## config.mk

```make
export PLATFORM = sky130hd
export DESIGN_NAME = simple_fixed2
export DESIGN_NICKNAME = d
export VERILOG_FILES = /design/src/fx2_pkg.sv /design/src/simple_fixed2.sv /design/src/fx2_raw_hazard.sv /design/src/fx2_result_pipe.sv /design/src/fx2_word_unit.sv /design/src/fx2_halfword_unit.sv /design/src/fx2_decode.sv
export SDC_FILE = /design/constraint.sdc
export NUM_CORES = 2
export LEC_CHECK = 0
export BUFFER_PORTS_ARGS = -buffer_cell sky130_fd_sc_hd__buf_2
export CORE_AREA = 2 2 364 366
export CTS_CLUSTER_DIAMETER = 60
export CTS_CLUSTER_SIZE = 10
export DETAILED_ROUTE_END_ITERATION = 8
export DIE_AREA = 0 0 366 368
export PLACE_DENSITY = 0.55
export SYNTH_ARGS = -nofsm -noshare
export SYNTH_HDL_FRONTEND = slang
export SYNTH_SLANG_ARGS = --single-unit
```

## constraint.sdc

```tcl
create_clock -name clk -period 5.3 [get_ports clk]
set_clock_uncertainty 0.05 [all_clocks]
set_input_delay 0.53 -clock clk [delete_from_list [all_inputs] [get_ports clk]]
set_output_delay 0.53 -clock clk [all_outputs]
set_load 0.005 [all_outputs]
```

## src/fx2_pkg.sv

```systemverilog
package fx2_pkg;

	// register value, bit 0 is the msb as in the rest of the core
	typedef logic [0:127] quad_t;

	// lane views of a register value
	typedef logic [0:15] half_t;
	typedef logic [0:31] word_t;

	// register file address
	typedef logic [0:6] reg_addr_t;

	// instruction fields from the issue stage
	typedef logic [0:10] opcode_t;
	typedef logic [2:0] format_t;

	// operation class shared by both lane units
	typedef logic [1:0] shift_kind_t;

	localparam shift_kind_t KIND_SHL = 2'd0;
	localparam shift_kind_t KIND_ROT = 2'd1;
	// rotate and mask, logical right shift by the negated count
	localparam shift_kind_t KIND_ROTM = 2'd2;
	// rotate and mask algebraic, sign fill
	localparam shift_kind_t KIND_ROTMA = 2'd3;

	// register-register format
	localparam format_t FMT_RR = 3'd0;

	// register-form shift and rotate opcodes
	localparam opcode_t OP_SHLH = 11'b00001011111;
	localparam opcode_t OP_SHL = 11'b00001011011;
	localparam opcode_t OP_ROTH = 11'b00001011100;
	localparam opcode_t OP_ROT = 11'b00001011000;
	localparam opcode_t OP_ROTHM = 11'b00001011101;
	localparam opcode_t OP_ROTM = 11'b00001011001;
	localparam opcode_t OP_ROTMAH = 11'b00001011110;
	localparam opcode_t OP_ROTMA = 11'b00001011010;

	localparam int HALF_LANES = 8;
	localparam int WORD_LANES = 4;

	// execute to write-back depth
	localparam int PIPE_DEPTH = 4;
	// stages 0 to 2 still hold results not yet written back
	localparam int HAZARD_STAGES = 3;

endpackage
```

## src/simple_fixed2.sv

```systemverilog
`timescale 1ns/1ps

module simple_fixed2
	import fx2_pkg::*;
(
	input logic clk,
	input logic reset,
	input opcode_t op,
	input format_t format,
	input reg_addr_t rt_addr,
	input quad_t ra,
	input quad_t rb,
	input logic reg_write,
	input logic branch_taken,
	input reg_addr_t ra_odd_addr,
	input reg_addr_t rb_odd_addr,
	input reg_addr_t ra_even_addr,
	input reg_addr_t rb_even_addr,
	input reg_addr_t rc_even_addr,
	output quad_t rt_wb,
	output reg_addr_t rt_addr_wb,
	output logic reg_write_wb,
	output logic stall_odd_raw,
	output logic stall_even_raw
);

	// decode outputs
	logic is_half;
	shift_kind_t kind;
	logic entry_valid;

	// both lane widths are computed, the pipe picks one
	quad_t half_result;
	quad_t word_result;

	// in-flight destinations for the hazard check
	reg_addr_t [HAZARD_STAGES-1:0] stage_addr;
	logic [HAZARD_STAGES-1:0] stage_write;

	fx2_decode i_decode (
		.op(op),
		.format(format),
		.branch_taken(branch_taken),
		.is_half(is_half),
		.kind(kind),
		.entry_valid(entry_valid)
	);

	fx2_halfword_unit i_halfword_unit (
		.ra(ra),
		.rb(rb),
		.kind(kind),
		.result(half_result)
	);

	fx2_word_unit i_word_unit (
		.ra(ra),
		.rb(rb),
		.kind(kind),
		.result(word_result)
	);

	fx2_result_pipe i_result_pipe (
		.clk(clk),
		.reset(reset),
		.entry_valid(entry_valid),
		.is_half(is_half),
		.half_result(half_result),
		.word_result(word_result),
		.rt_addr(rt_addr),
		.reg_write(reg_write),
		.rt_wb(rt_wb),
		.rt_addr_wb(rt_addr_wb),
		.reg_write_wb(reg_write_wb),
		.stage_addr(stage_addr),
		.stage_write(stage_write)
	);

	fx2_raw_hazard i_raw_hazard (
		.reset(reset),
		.stage_addr(stage_addr),
		.stage_write(stage_write),
		.ra_odd_addr(ra_odd_addr),
		.rb_odd_addr(rb_odd_addr),
		.ra_even_addr(ra_even_addr),
		.rb_even_addr(rb_even_addr),
		.rc_even_addr(rc_even_addr),
		.stall_odd_raw(stall_odd_raw),
		.stall_even_raw(stall_even_raw)
	);

endmodule

```

## src/fx2_raw_hazard.sv

```systemverilog
`timescale 1ns/1ps

module fx2_raw_hazard
	import fx2_pkg::*;
(
	input logic reset,
	input reg_addr_t [HAZARD_STAGES-1:0] stage_addr,
	input logic [HAZARD_STAGES-1:0] stage_write,
	input reg_addr_t ra_odd_addr,
	input reg_addr_t rb_odd_addr,
	input reg_addr_t ra_even_addr,
	input reg_addr_t rb_even_addr,
	input reg_addr_t rc_even_addr,
	output logic stall_odd_raw,
	output logic stall_even_raw
);

	always_comb begin
		stall_odd_raw = 1'b0;
		stall_even_raw = 1'b0;

		// only stages that will write can create a hazard
		for (int s = 0; s < HAZARD_STAGES; s++) begin
			if (stage_write[s]) begin
				// odd slot reads two sources
				if ((stage_addr[s] == ra_odd_addr) || (stage_addr[s] == rb_odd_addr)) begin
					stall_odd_raw = 1'b1;
				end
				// even slot reads up to three
				if ((stage_addr[s] == ra_even_addr) ||
					(stage_addr[s] == rb_even_addr) ||
					(stage_addr[s] == rc_even_addr)) begin
					stall_even_raw = 1'b1;
				end
			end
		end

		// issue logic ignores hazards while the core is in reset
		if (reset) begin
			stall_odd_raw = 1'b0;
			stall_even_raw = 1'b0;
		end
	end

endmodule

```

## src/fx2_result_pipe.sv

```systemverilog
`timescale 1ns/1ps

module fx2_result_pipe
	import fx2_pkg::*;
(
	input logic clk,
	input logic reset,
	input logic entry_valid,
	input logic is_half,
	input quad_t half_result,
	input quad_t word_result,
	input reg_addr_t rt_addr,
	input logic reg_write,
	output quad_t rt_wb,
	output reg_addr_t rt_addr_wb,
	output logic reg_write_wb,
	output reg_addr_t [HAZARD_STAGES-1:0] stage_addr,
	output logic [HAZARD_STAGES-1:0] stage_write
);

	// entry per stage, index 0 is the execute stage
	quad_t [PIPE_DEPTH-1:0] stage_value;
	reg_addr_t [PIPE_DEPTH-1:0] stage_addr_q;
	logic [PIPE_DEPTH-1:0] stage_write_q;

	always_ff @(posedge clk) begin
		if (reset) begin
			stage_value <= '0;
			stage_addr_q <= '0;
			stage_write_q <= '0;
		end else begin
			// stage 0 takes the new instruction or an empty entry
			if (entry_valid) begin
				stage_value[0] <= is_half ? half_result : word_result;
				stage_addr_q[0] <= rt_addr;
				stage_write_q[0] <= reg_write;
			end else begin
				stage_value[0] <= '0;
				stage_addr_q[0] <= '0;
				stage_write_q[0] <= 1'b0;
			end
			// no back-pressure, everything moves every cycle
			for (int s = 1; s < PIPE_DEPTH; s++) begin
				stage_value[s] <= stage_value[s-1];
				stage_addr_q[s] <= stage_addr_q[s-1];
				stage_write_q[s] <= stage_write_q[s-1];
			end
		end
	end

	// last stage feeds write-back
	assign rt_wb = stage_value[PIPE_DEPTH-1];
	assign rt_addr_wb = stage_addr_q[PIPE_DEPTH-1];
	assign reg_write_wb = stage_write_q[PIPE_DEPTH-1];

	// stages still in flight go to the hazard check
	assign stage_addr = stage_addr_q[HAZARD_STAGES-1:0];
	assign stage_write = stage_write_q[HAZARD_STAGES-1:0];

endmodule

```

## src/fx2_word_unit.sv

```systemverilog
`timescale 1ns/1ps

module fx2_word_unit
	import fx2_pkg::*;
(
	input quad_t ra,
	input quad_t rb,
	input shift_kind_t kind,
	output quad_t result
);

	// one word lane, count taken from the same lane of rb
	function automatic word_t word_lane(input word_t a, input word_t b, input shift_kind_t k);
		logic [5:0] cnt;
		logic [4:0] rot_cnt;
		logic [5:0] neg_cnt;
		logic [0:63] doubled;
		word_t r;
		// low 6 bits for shift left
		cnt = b[26:31];
		// rotate count modulo 32
		rot_cnt = b[27:31];
		// negated count for the right shifts
		neg_cnt = 6'd0 - b[26:31];
		doubled = {a, a} << rot_cnt;
		case (k)
			KIND_SHL: begin
				r = (cnt >= 6'd32) ? '0 : (a << cnt);
			end
			KIND_ROT: begin
				// bits shifted out of the top wrap in from the copy
				r = doubled[0:31];
			end
			KIND_ROTM: begin
				r = (neg_cnt >= 6'd32) ? '0 : (a >> neg_cnt);
			end
			default: begin
				// sign fill, count of 32 or more gives all sign bits
				if (neg_cnt >= 6'd32)
					r = {32{a[0]}};
				else
					r = $signed(a) >>> neg_cnt;
			end
		endcase
		return r;
	endfunction

	always_comb begin
		// four lanes, each with its own count
		for (int i = 0; i < WORD_LANES; i++) begin
			result[i*$bits(word_t) +: $bits(word_t)] =
				word_lane(ra[i*$bits(word_t) +: $bits(word_t)],
					rb[i*$bits(word_t) +: $bits(word_t)], kind);
		end
	end

endmodule

```

## src/fx2_halfword_unit.sv

```systemverilog
`timescale 1ns/1ps

module fx2_halfword_unit
	import fx2_pkg::*;
(
	input quad_t ra,
	input quad_t rb,
	input shift_kind_t kind,
	output quad_t result
);

	// one halfword lane, count taken from the same lane of rb
	function automatic half_t half_lane(input half_t a, input half_t b, input shift_kind_t k);
		logic [4:0] cnt;
		logic [3:0] rot_cnt;
		logic [4:0] neg_cnt;
		logic [0:31] doubled;
		half_t r;
		// low 5 bits for shift left
		cnt = b[11:15];
		// rotate only needs the count modulo 16
		rot_cnt = b[12:15];
		// right shifts use the two's complement of the count
		neg_cnt = 5'd0 - b[11:15];
		doubled = {a, a} << rot_cnt;
		case (k)
			KIND_SHL: begin
				r = (cnt >= 5'd16) ? '0 : (a << cnt);
			end
			KIND_ROT: begin
				// upper half of the shifted pair is the rotated lane
				r = doubled[0:15];
			end
			KIND_ROTM: begin
				r = (neg_cnt >= 5'd16) ? '0 : (a >> neg_cnt);
			end
			default: begin
				// algebraic, large counts leave only sign copies
				if (neg_cnt >= 5'd16)
					r = {16{a[0]}};
				else
					r = $signed(a) >>> neg_cnt;
			end
		endcase
		return r;
	endfunction

	always_comb begin
		// lanes are independent, lane 0 sits at the msb end
		for (int i = 0; i < HALF_LANES; i++) begin
			result[i*$bits(half_t) +: $bits(half_t)] =
				half_lane(ra[i*$bits(half_t) +: $bits(half_t)],
					rb[i*$bits(half_t) +: $bits(half_t)], kind);
		end
	end

endmodule

```

## src/fx2_decode.sv

```systemverilog
`timescale 1ns/1ps

module fx2_decode
	import fx2_pkg::*;
(
	input opcode_t op,
	input format_t format,
	input logic branch_taken,
	output logic is_half,
	output shift_kind_t kind,
	output logic entry_valid
);

	always_comb begin
		// defaults describe an empty entry
		is_half = 1'b0;
		kind = KIND_SHL;
		entry_valid = 1'b0;

		case (op)
			OP_SHLH: begin
				is_half = 1'b1;
				kind = KIND_SHL;
				entry_valid = 1'b1;
			end
			OP_SHL: begin
				kind = KIND_SHL;
				entry_valid = 1'b1;
			end
			OP_ROTH: begin
				is_half = 1'b1;
				kind = KIND_ROT;
				entry_valid = 1'b1;
			end
			OP_ROT: begin
				kind = KIND_ROT;
				entry_valid = 1'b1;
			end
			OP_ROTHM: begin
				is_half = 1'b1;
				kind = KIND_ROTM;
				entry_valid = 1'b1;
			end
			OP_ROTM: begin
				kind = KIND_ROTM;
				entry_valid = 1'b1;
			end
			OP_ROTMAH: begin
				is_half = 1'b1;
				kind = KIND_ROTMA;
				entry_valid = 1'b1;
			end
			OP_ROTMA: begin
				kind = KIND_ROTMA;
				entry_valid = 1'b1;
			end
			// nop (op 0) and unknown opcodes stay empty
			default: entry_valid = 1'b0;
		endcase

		// a taken branch flushes, and only the rr format belongs here
		if (branch_taken || (format != FMT_RR)) begin
			entry_valid = 1'b0;
		end
	end

endmodule

```

* Yosys cells after proc, flatten, opt, wreduce, memory -nomap -nowiden *
Cells that the tools add are included.

storage, ports and cells
  output and inout port bits = 138
  memories = 0
  memory bits (writable) = 0
  bits of input ports = 316
  register bits = 544
  bits in latches = 0
  word-level logic and storage cells = 205
  ROM bits = 0

operators by class
  bitwise logic cells = 1
  reductions and logical operators = 18
  div/mod/pow operators = 0
  eq/ne operators = 25
  shifts and indexed selects = 48
  $add $sub $neg = 12
  magnitude comparators = 24
  mux-type cells = 67
  $mul = 0

operators by type and width
  cell                   number
  $mux W16               24
  $mux W32               12
  $pmux W16 S3           8
  $pmux W32 S3           4
  $shl A32 B4 Y32        8
  $shl A64 B5 Y64        4
  $mux W128              1
  $shl A16 B5 Y16        8
  $shl A32 B6 Y32        4
  $shr A16 B5 Y16        8
  $shr A32 B6 Y32        4
  $sshr A16 B5 Y16       8
  $sshr A32 B6 Y32       4
  $eq A7 B7 Y1           15
  $eq A11 B7 Y1 const B  8
  $ge A5 B5 Y1 const B   16
  $ge A6 B6 Y1 const B   8
  $sub A1 B5 Y5 const A  8
  $sub A1 B6 Y6 const A  4
  $mux W1                17
  $logic_or A1 B1 Y1     10
  $reduce_or A2 Y1       4
  $reduce_or A8 Y1       1
  $pmux W2 S3            1
  other kinds (6)        6

* Depth between registers and ports, before layout *
  depth in word-level cells = 10
  depth in mapped cells = 18
  mapped depth without buffers = 11

* By module *
Synthesis repeated with hierarchy kept, for this count alone.

unflattened totals
  cells, all modules = 6964
  area, all modules = 58987.8 um2

modules (own cells, without submodules)
  module             area each (um2)  sequential area each (um2)  times used  cells each
  fx2_word_unit      23507.5          0.0                         1           2971
  fx2_halfword_unit  17372.9          0.0                         1           2401
  fx2_result_pipe    16668.5          10890.4                     1           1419
  fx2_raw_hazard     1373.8           0.0                         1           164
  fx2_decode         65.1             0.0                         1           9

* Least setup slack after synthesis *
OpenSTA, ideal clock, no wires.

  path kind = input to register
  from = input rb[0]
  to = register i_result_pipe.stage_value[10] in the netlist's numbering
  setup slack = 1.072 ns
  required time = 5.122 ns
  stages on the path = 18
  setup time = 0.128 ns
  path buffers = 9
  data arrival time = 4.050 ns
  path through = buf_4 buf_4 clkinv_1 buf_4 buf_6 buf_2 ha_1 buf_2 clkbuf_1 buf_2 clkbuf_1 mux4_2 nand2_1 nand2_1 o211ai_1 o31ai_1 a211oi_1 o22ai_1

on the way
  word-level cells in the longest chain between the ends = 5
  elaborated cells on any way between the ends = 23
  those cells by class = add/sub: 2; order compare: 4; shift: 8; mux: 9

ends and longest elaborated chain
  element                                         RTL line                                      text
  start: declaration                              simple_fixed2.sv:12                           input quad_t rb,
  $sub A1 B6 Y6 or $sub A1 B5 Y5 (tied branches)  fx2_word_unit.sv:24, fx2_halfword_unit.sv:24
  $sshr A32 B6 Y32, or another cell as far along  fx2_word_unit.sv:42                           r = $signed(a) >>> neg_cnt;
  $mux W32, or another cell as far along          fx2_word_unit.sv:39                           if (neg_cnt >= 6'd32)
  $pmux W32 S3 or $pmux W16 S3 (tied branches)    fx2_word_unit.sv:26, fx2_halfword_unit.sv:26
  $mux W128 (*)                                   fx2_result_pipe.sv:34                         stage_value[0] <= is_half ? half_result : word_result;
  end signal: indexed assignment                  fx2_result_pipe.sv:44                         stage_value[s] <= stage_value[s-1];
  end: declaration                                fx2_result_pipe.sv:22                         quad_t [PIPE_DEPTH-1:0] stage_value;

Every way passes the cells marked *; elsewhere a longest branch is shown, timed or not.
A chain may end at the register's enable or synchronous reset.

* Worst setup path after layout *
  from = input op[9]
  to = register i_result_pipe.stage_value[123] in the netlist's numbering

on the way
  word-level cells in the longest chain between the ends = 6
  elaborated cells on any way between the ends = 25
  those cells by class = eq/ne: 10; mux: 7; bitwise: 1; reduce/logical: 7

ends and longest elaborated chain
  element                                                                RTL line                                      text
  start: declaration                                                     simple_fixed2.sv:8                            input opcode_t op,
  $eq A11 B7 Y1                                                          fx2_decode.sv:20                              case (op)
  $reduce_or A2 Y1 (no source line) or $reduce_or A8 Y1 (tied branches)  --
  $pmux W2 S3 or $mux W1 (tied branches)                                 fx2_decode.sv:20
  $eq A2 B2 Y1, or another cell as far along                             fx2_word_unit.sv:26, fx2_halfword_unit.sv:26
  $pmux W32 S3, or another cell as far along                             fx2_word_unit.sv:26                           case (k)
  $mux W128 or $reduce_or A2 Y1 (tied branches)                          --

Several ways; a longest one is shown, not always the timed one.

==> impl_metrics.py <==
metrics = {
    "sta": {
        "rsz0062_at_grt": "no",
        "holdWs_ns": 0.0408,
        "slew-limit-headroom_pct": 12.5,
        "fmax_ghz": 0.266,
        "setup_viol": 0,
        "hold_viol": 0,
        "period_share_pct": 71.1,
        "tns_ns": 0,
        "setup_slack_ns": 1.53,
        "worst_pin_slew_ns": 1.31,
        "slew_violations": 0,
        "fin_crit_ns": 3.77,
    },
    "worst_setup_path": {
        "crit_type": "in -> reg",
        "crit_family": "simple AND/OR/NAND/NOR gates",
        "cp.arrival_ns": 4.22,
        "start_kind": "input pin",
        "crit_slowest_cell": "or4b_1",
        "path_cells": "buf_2 > or4b_1 > buf_4 > nor4_4 > buf_4 > nand2_1 > o32ai_1 > nor3_1 > or3_1 > a21oi_1",
        "crit_top_cell": "buf_4",
        "worst-path-max-fanout": 14,
        "critPathBufInv": 3,
        "crit_required_ns": 5.75,
        "critPathMaxStageDelay_ns": 0.91,
        "cp-end-kind": "register",
    },
    "clock_tree": {
        "clk_root_buffer_cell": "clkbuf_16",
        "htree_levels": 3,
        "cts_resized": 0,
        "clk_latency_ns": 0.66,
        "clk_path_buf_depth": 3,
        "clk_pin_slew_ns": 0.05,
        "post_cts_buffers": 0,
        "clock-sinks": 544,
        "cts_tree": "yes",
        "numCtsBuffers": 75,
    },
    "detailed_routing": {
        "vias": 54100,
        "vias_per_cell": 6.85,
        "drtIter0Drc": 7317,
        "post_drt_wl_per_cell_um": 34.1,
        "detail-route-antenna-nets": 0,
        "wirelength_mm": 269,
        "dr.pass1.iters": 6,
        "drc_errors": 0,
    },
    "grt": {
        "antenna_found_initial": 15,
        "grt_use_total_pct": 38.5,
        "grt_max_degree": 190,
        "grt-ovfl-total": 0,
        "grt_pass1_vias": 50600,
        "grt_pass1_wl_mm": 382,
    },
    "synth": {
        "ys_ff_latch": 544,
        "synth_cells": 6187,
        "netlist-cell-type-count": 95,
        "synth-async-reset-ratio_pct": 0,
        "synth-edff-count": 0,
        "avgSynthCellArea_um2": 8.39,
        "synth_ff_type": "dfxtp_1",
        "yosysSeqAreaShare_pct": 21.0,
        "synth_fp_nets": 6516,
        "syn_area_um2": 51900,
        "yosys_warnings": 0,
    },
    "final_layout": {
        "final_nets": 6441,
        "area_delta_synth_final_pct": 10.2,
        "drive_gt1_share_pct": 23.9,
        "fin_util_pct": 43.7,
        "final_common_cell": "nand2_1",
        "final_cell_mix": "619 x nand2_1, 544 x dfxtp_1, 430 x nor2b_1",
    },
    "floorplanning": {
        "die-area_um2": 135000,
        "coreArea_um2": 131000,
        "die_w_um": 366,
        "pin_count": 454,
        "dieHeight_um": 368,
        "rows": 133,
        "start_util_pct": 39.7,
    },
    "outcome": {
        "status": "complete, no violations",
    },
    "job": {
        "maxCapViolCount": 0,
    },
    "placed_design": {
        "dp_slack_ns": 0.982,
        "gp_congestion": 1.02,
        "place_hpwl_mm": 198,
        "io_buffers": 369,
    },
    "worst_hold_path": {
        "hold_class": "in -> reg",
    },
    "power_and_ir_drop": {
        "peakVddDrop_mv": 0.217,
        "p_per_area_nw_per_um2": 239,
        "static-leakage-power_nw": 21.6,
    },
}
==> timing repair <==
item                                    4_1_cts  5_1_grt
endpoints found under the hold margin         4        0
hold buffers                                  4        0
endpoints found under the setup margin        0        0
==> registers in the layout, indices dropped and copies added (netlist names) <==
register	cells
i_result_pipe.stage_write_q	4
i_result_pipe.stage_addr	21
i_result_pipe.rt_wb	128
i_result_pipe.stage_value	384
i_result_pipe.rt_addr_wb	7
==> Yosys cell counts (19+ instances only) <==
cell | number | area (µm²)
o221ai_1 | 41 | 359
nand2_1 | 620 | 2330
o21a_1 | 23 | 173
and2_1 | 50 | 313
mux4_2 | 399 | 8990
nor2b_1 | 430 | 2690
clkbuf_1 | 480 | 1800
nor2_1 | 371 | 1390
a211oi_1 | 84 | 631
nor4_1 | 24 | 150
o311ai_0 | 24 | 210
xnor2_1 | 92 | 806
xor2_1 | 53 | 464
nor3_1 | 103 | 515
buf_1 | 58 | 218
a2111oi_0 | 27 | 236
a311oi_1 | 34 | 298
o211ai_1 | 86 | 646
buf_4 | 143 | 1070
a31o_2 | 19 | 166
inv_1 | 44 | 165
a221oi_1 | 58 | 508
a31oi_1 | 96 | 601
o31ai_1 | 63 | 473
mux2i_1 | 326 | 3260
buf_2 | 132 | 661
a21oi_1 | 364 | 1820
a22oi_1 | 27 | 203
o31a_1 | 19 | 166
o32ai_1 | 38 | 333
a21o_1 | 30 | 225
o21ai_0 | 403 | 2020
mux2_2 | 194 | 2180
o22ai_1 | 82 | 513
a21boi_0 | 19 | 143
dfxtp_1 | 544 | 10900
nand3_1 | 152 | 761
and3_1 | 41 | 257
a211o_1 | 25 | 219
nand4_1 | 31 | 194
or3_1 | 32 | 200
nand2b_1 | 24 | 150
==> cells by family after synthesis <==
family,after synthesis,share of synthesized area (%)
AOI/OAI and AO/OA,1758,22.6
xor gates and xnor gates,145,2.45
adders and majority gates,13,0.313
buffers and inverters,874,7.70
DFF,544,21.0
muxes,919,27.8
and+or+nand+nor,1934,18.1
==> power by group <==
part           switching (mW)  internal, mW
clock                    1.89          2.89
sequential          0.0000536          4.09
combinational            3.13          1.69
==> area by class of cell <==
class / count / area [µm²]
timing repair buffer: 663 / 4210
clock buffer: 85 / 2010
tap: 1755 / 2200
antenna: 2 / 5.00
sequential: 544 / 10900
clock inverter: 22 / 292
fill: 13300 / 73600
inverter: 59 / 221
multi-input combinational: 4769 / 37400
==> stage by stage <==
step,cells,instance area [µm²],power (mW)
after global routing,7897,57200,14.2
after detailed placement,7786,54900,8.79
final,7899,57200,13.7
after global placement,7786,54900,8.83
after CTS,7897,57200,13.6
after floorplan,6187,51900,7.17
==> layer usage <==
layer	GRT usage [%]	part of all wire, %
met5	0	0.038
met1	53.1	41
met2	56.1	42
met3	9.69	11
met4	17.8	5.2
==> worst paths after layout <==
path / startpoint / end / slack (ns) / depth (start not counted)
worst min-delay path: rt_addr[0] / i_result_pipe.stage_addr[0] / 0.04 / 2
worst min register to register: i_result_pipe.stage_value[37] / i_result_pipe.stage_value[165] / 0.38 / 1
worst max register to register: i_result_pipe.stage_value[260] / i_result_pipe.rt_wb[4] / 4.10 / 1
worst max-delay path: op[9] / i_result_pipe.stage_value[123] / 1.53 / 10
Note: power is estimated with default switching activity, not from simulation.
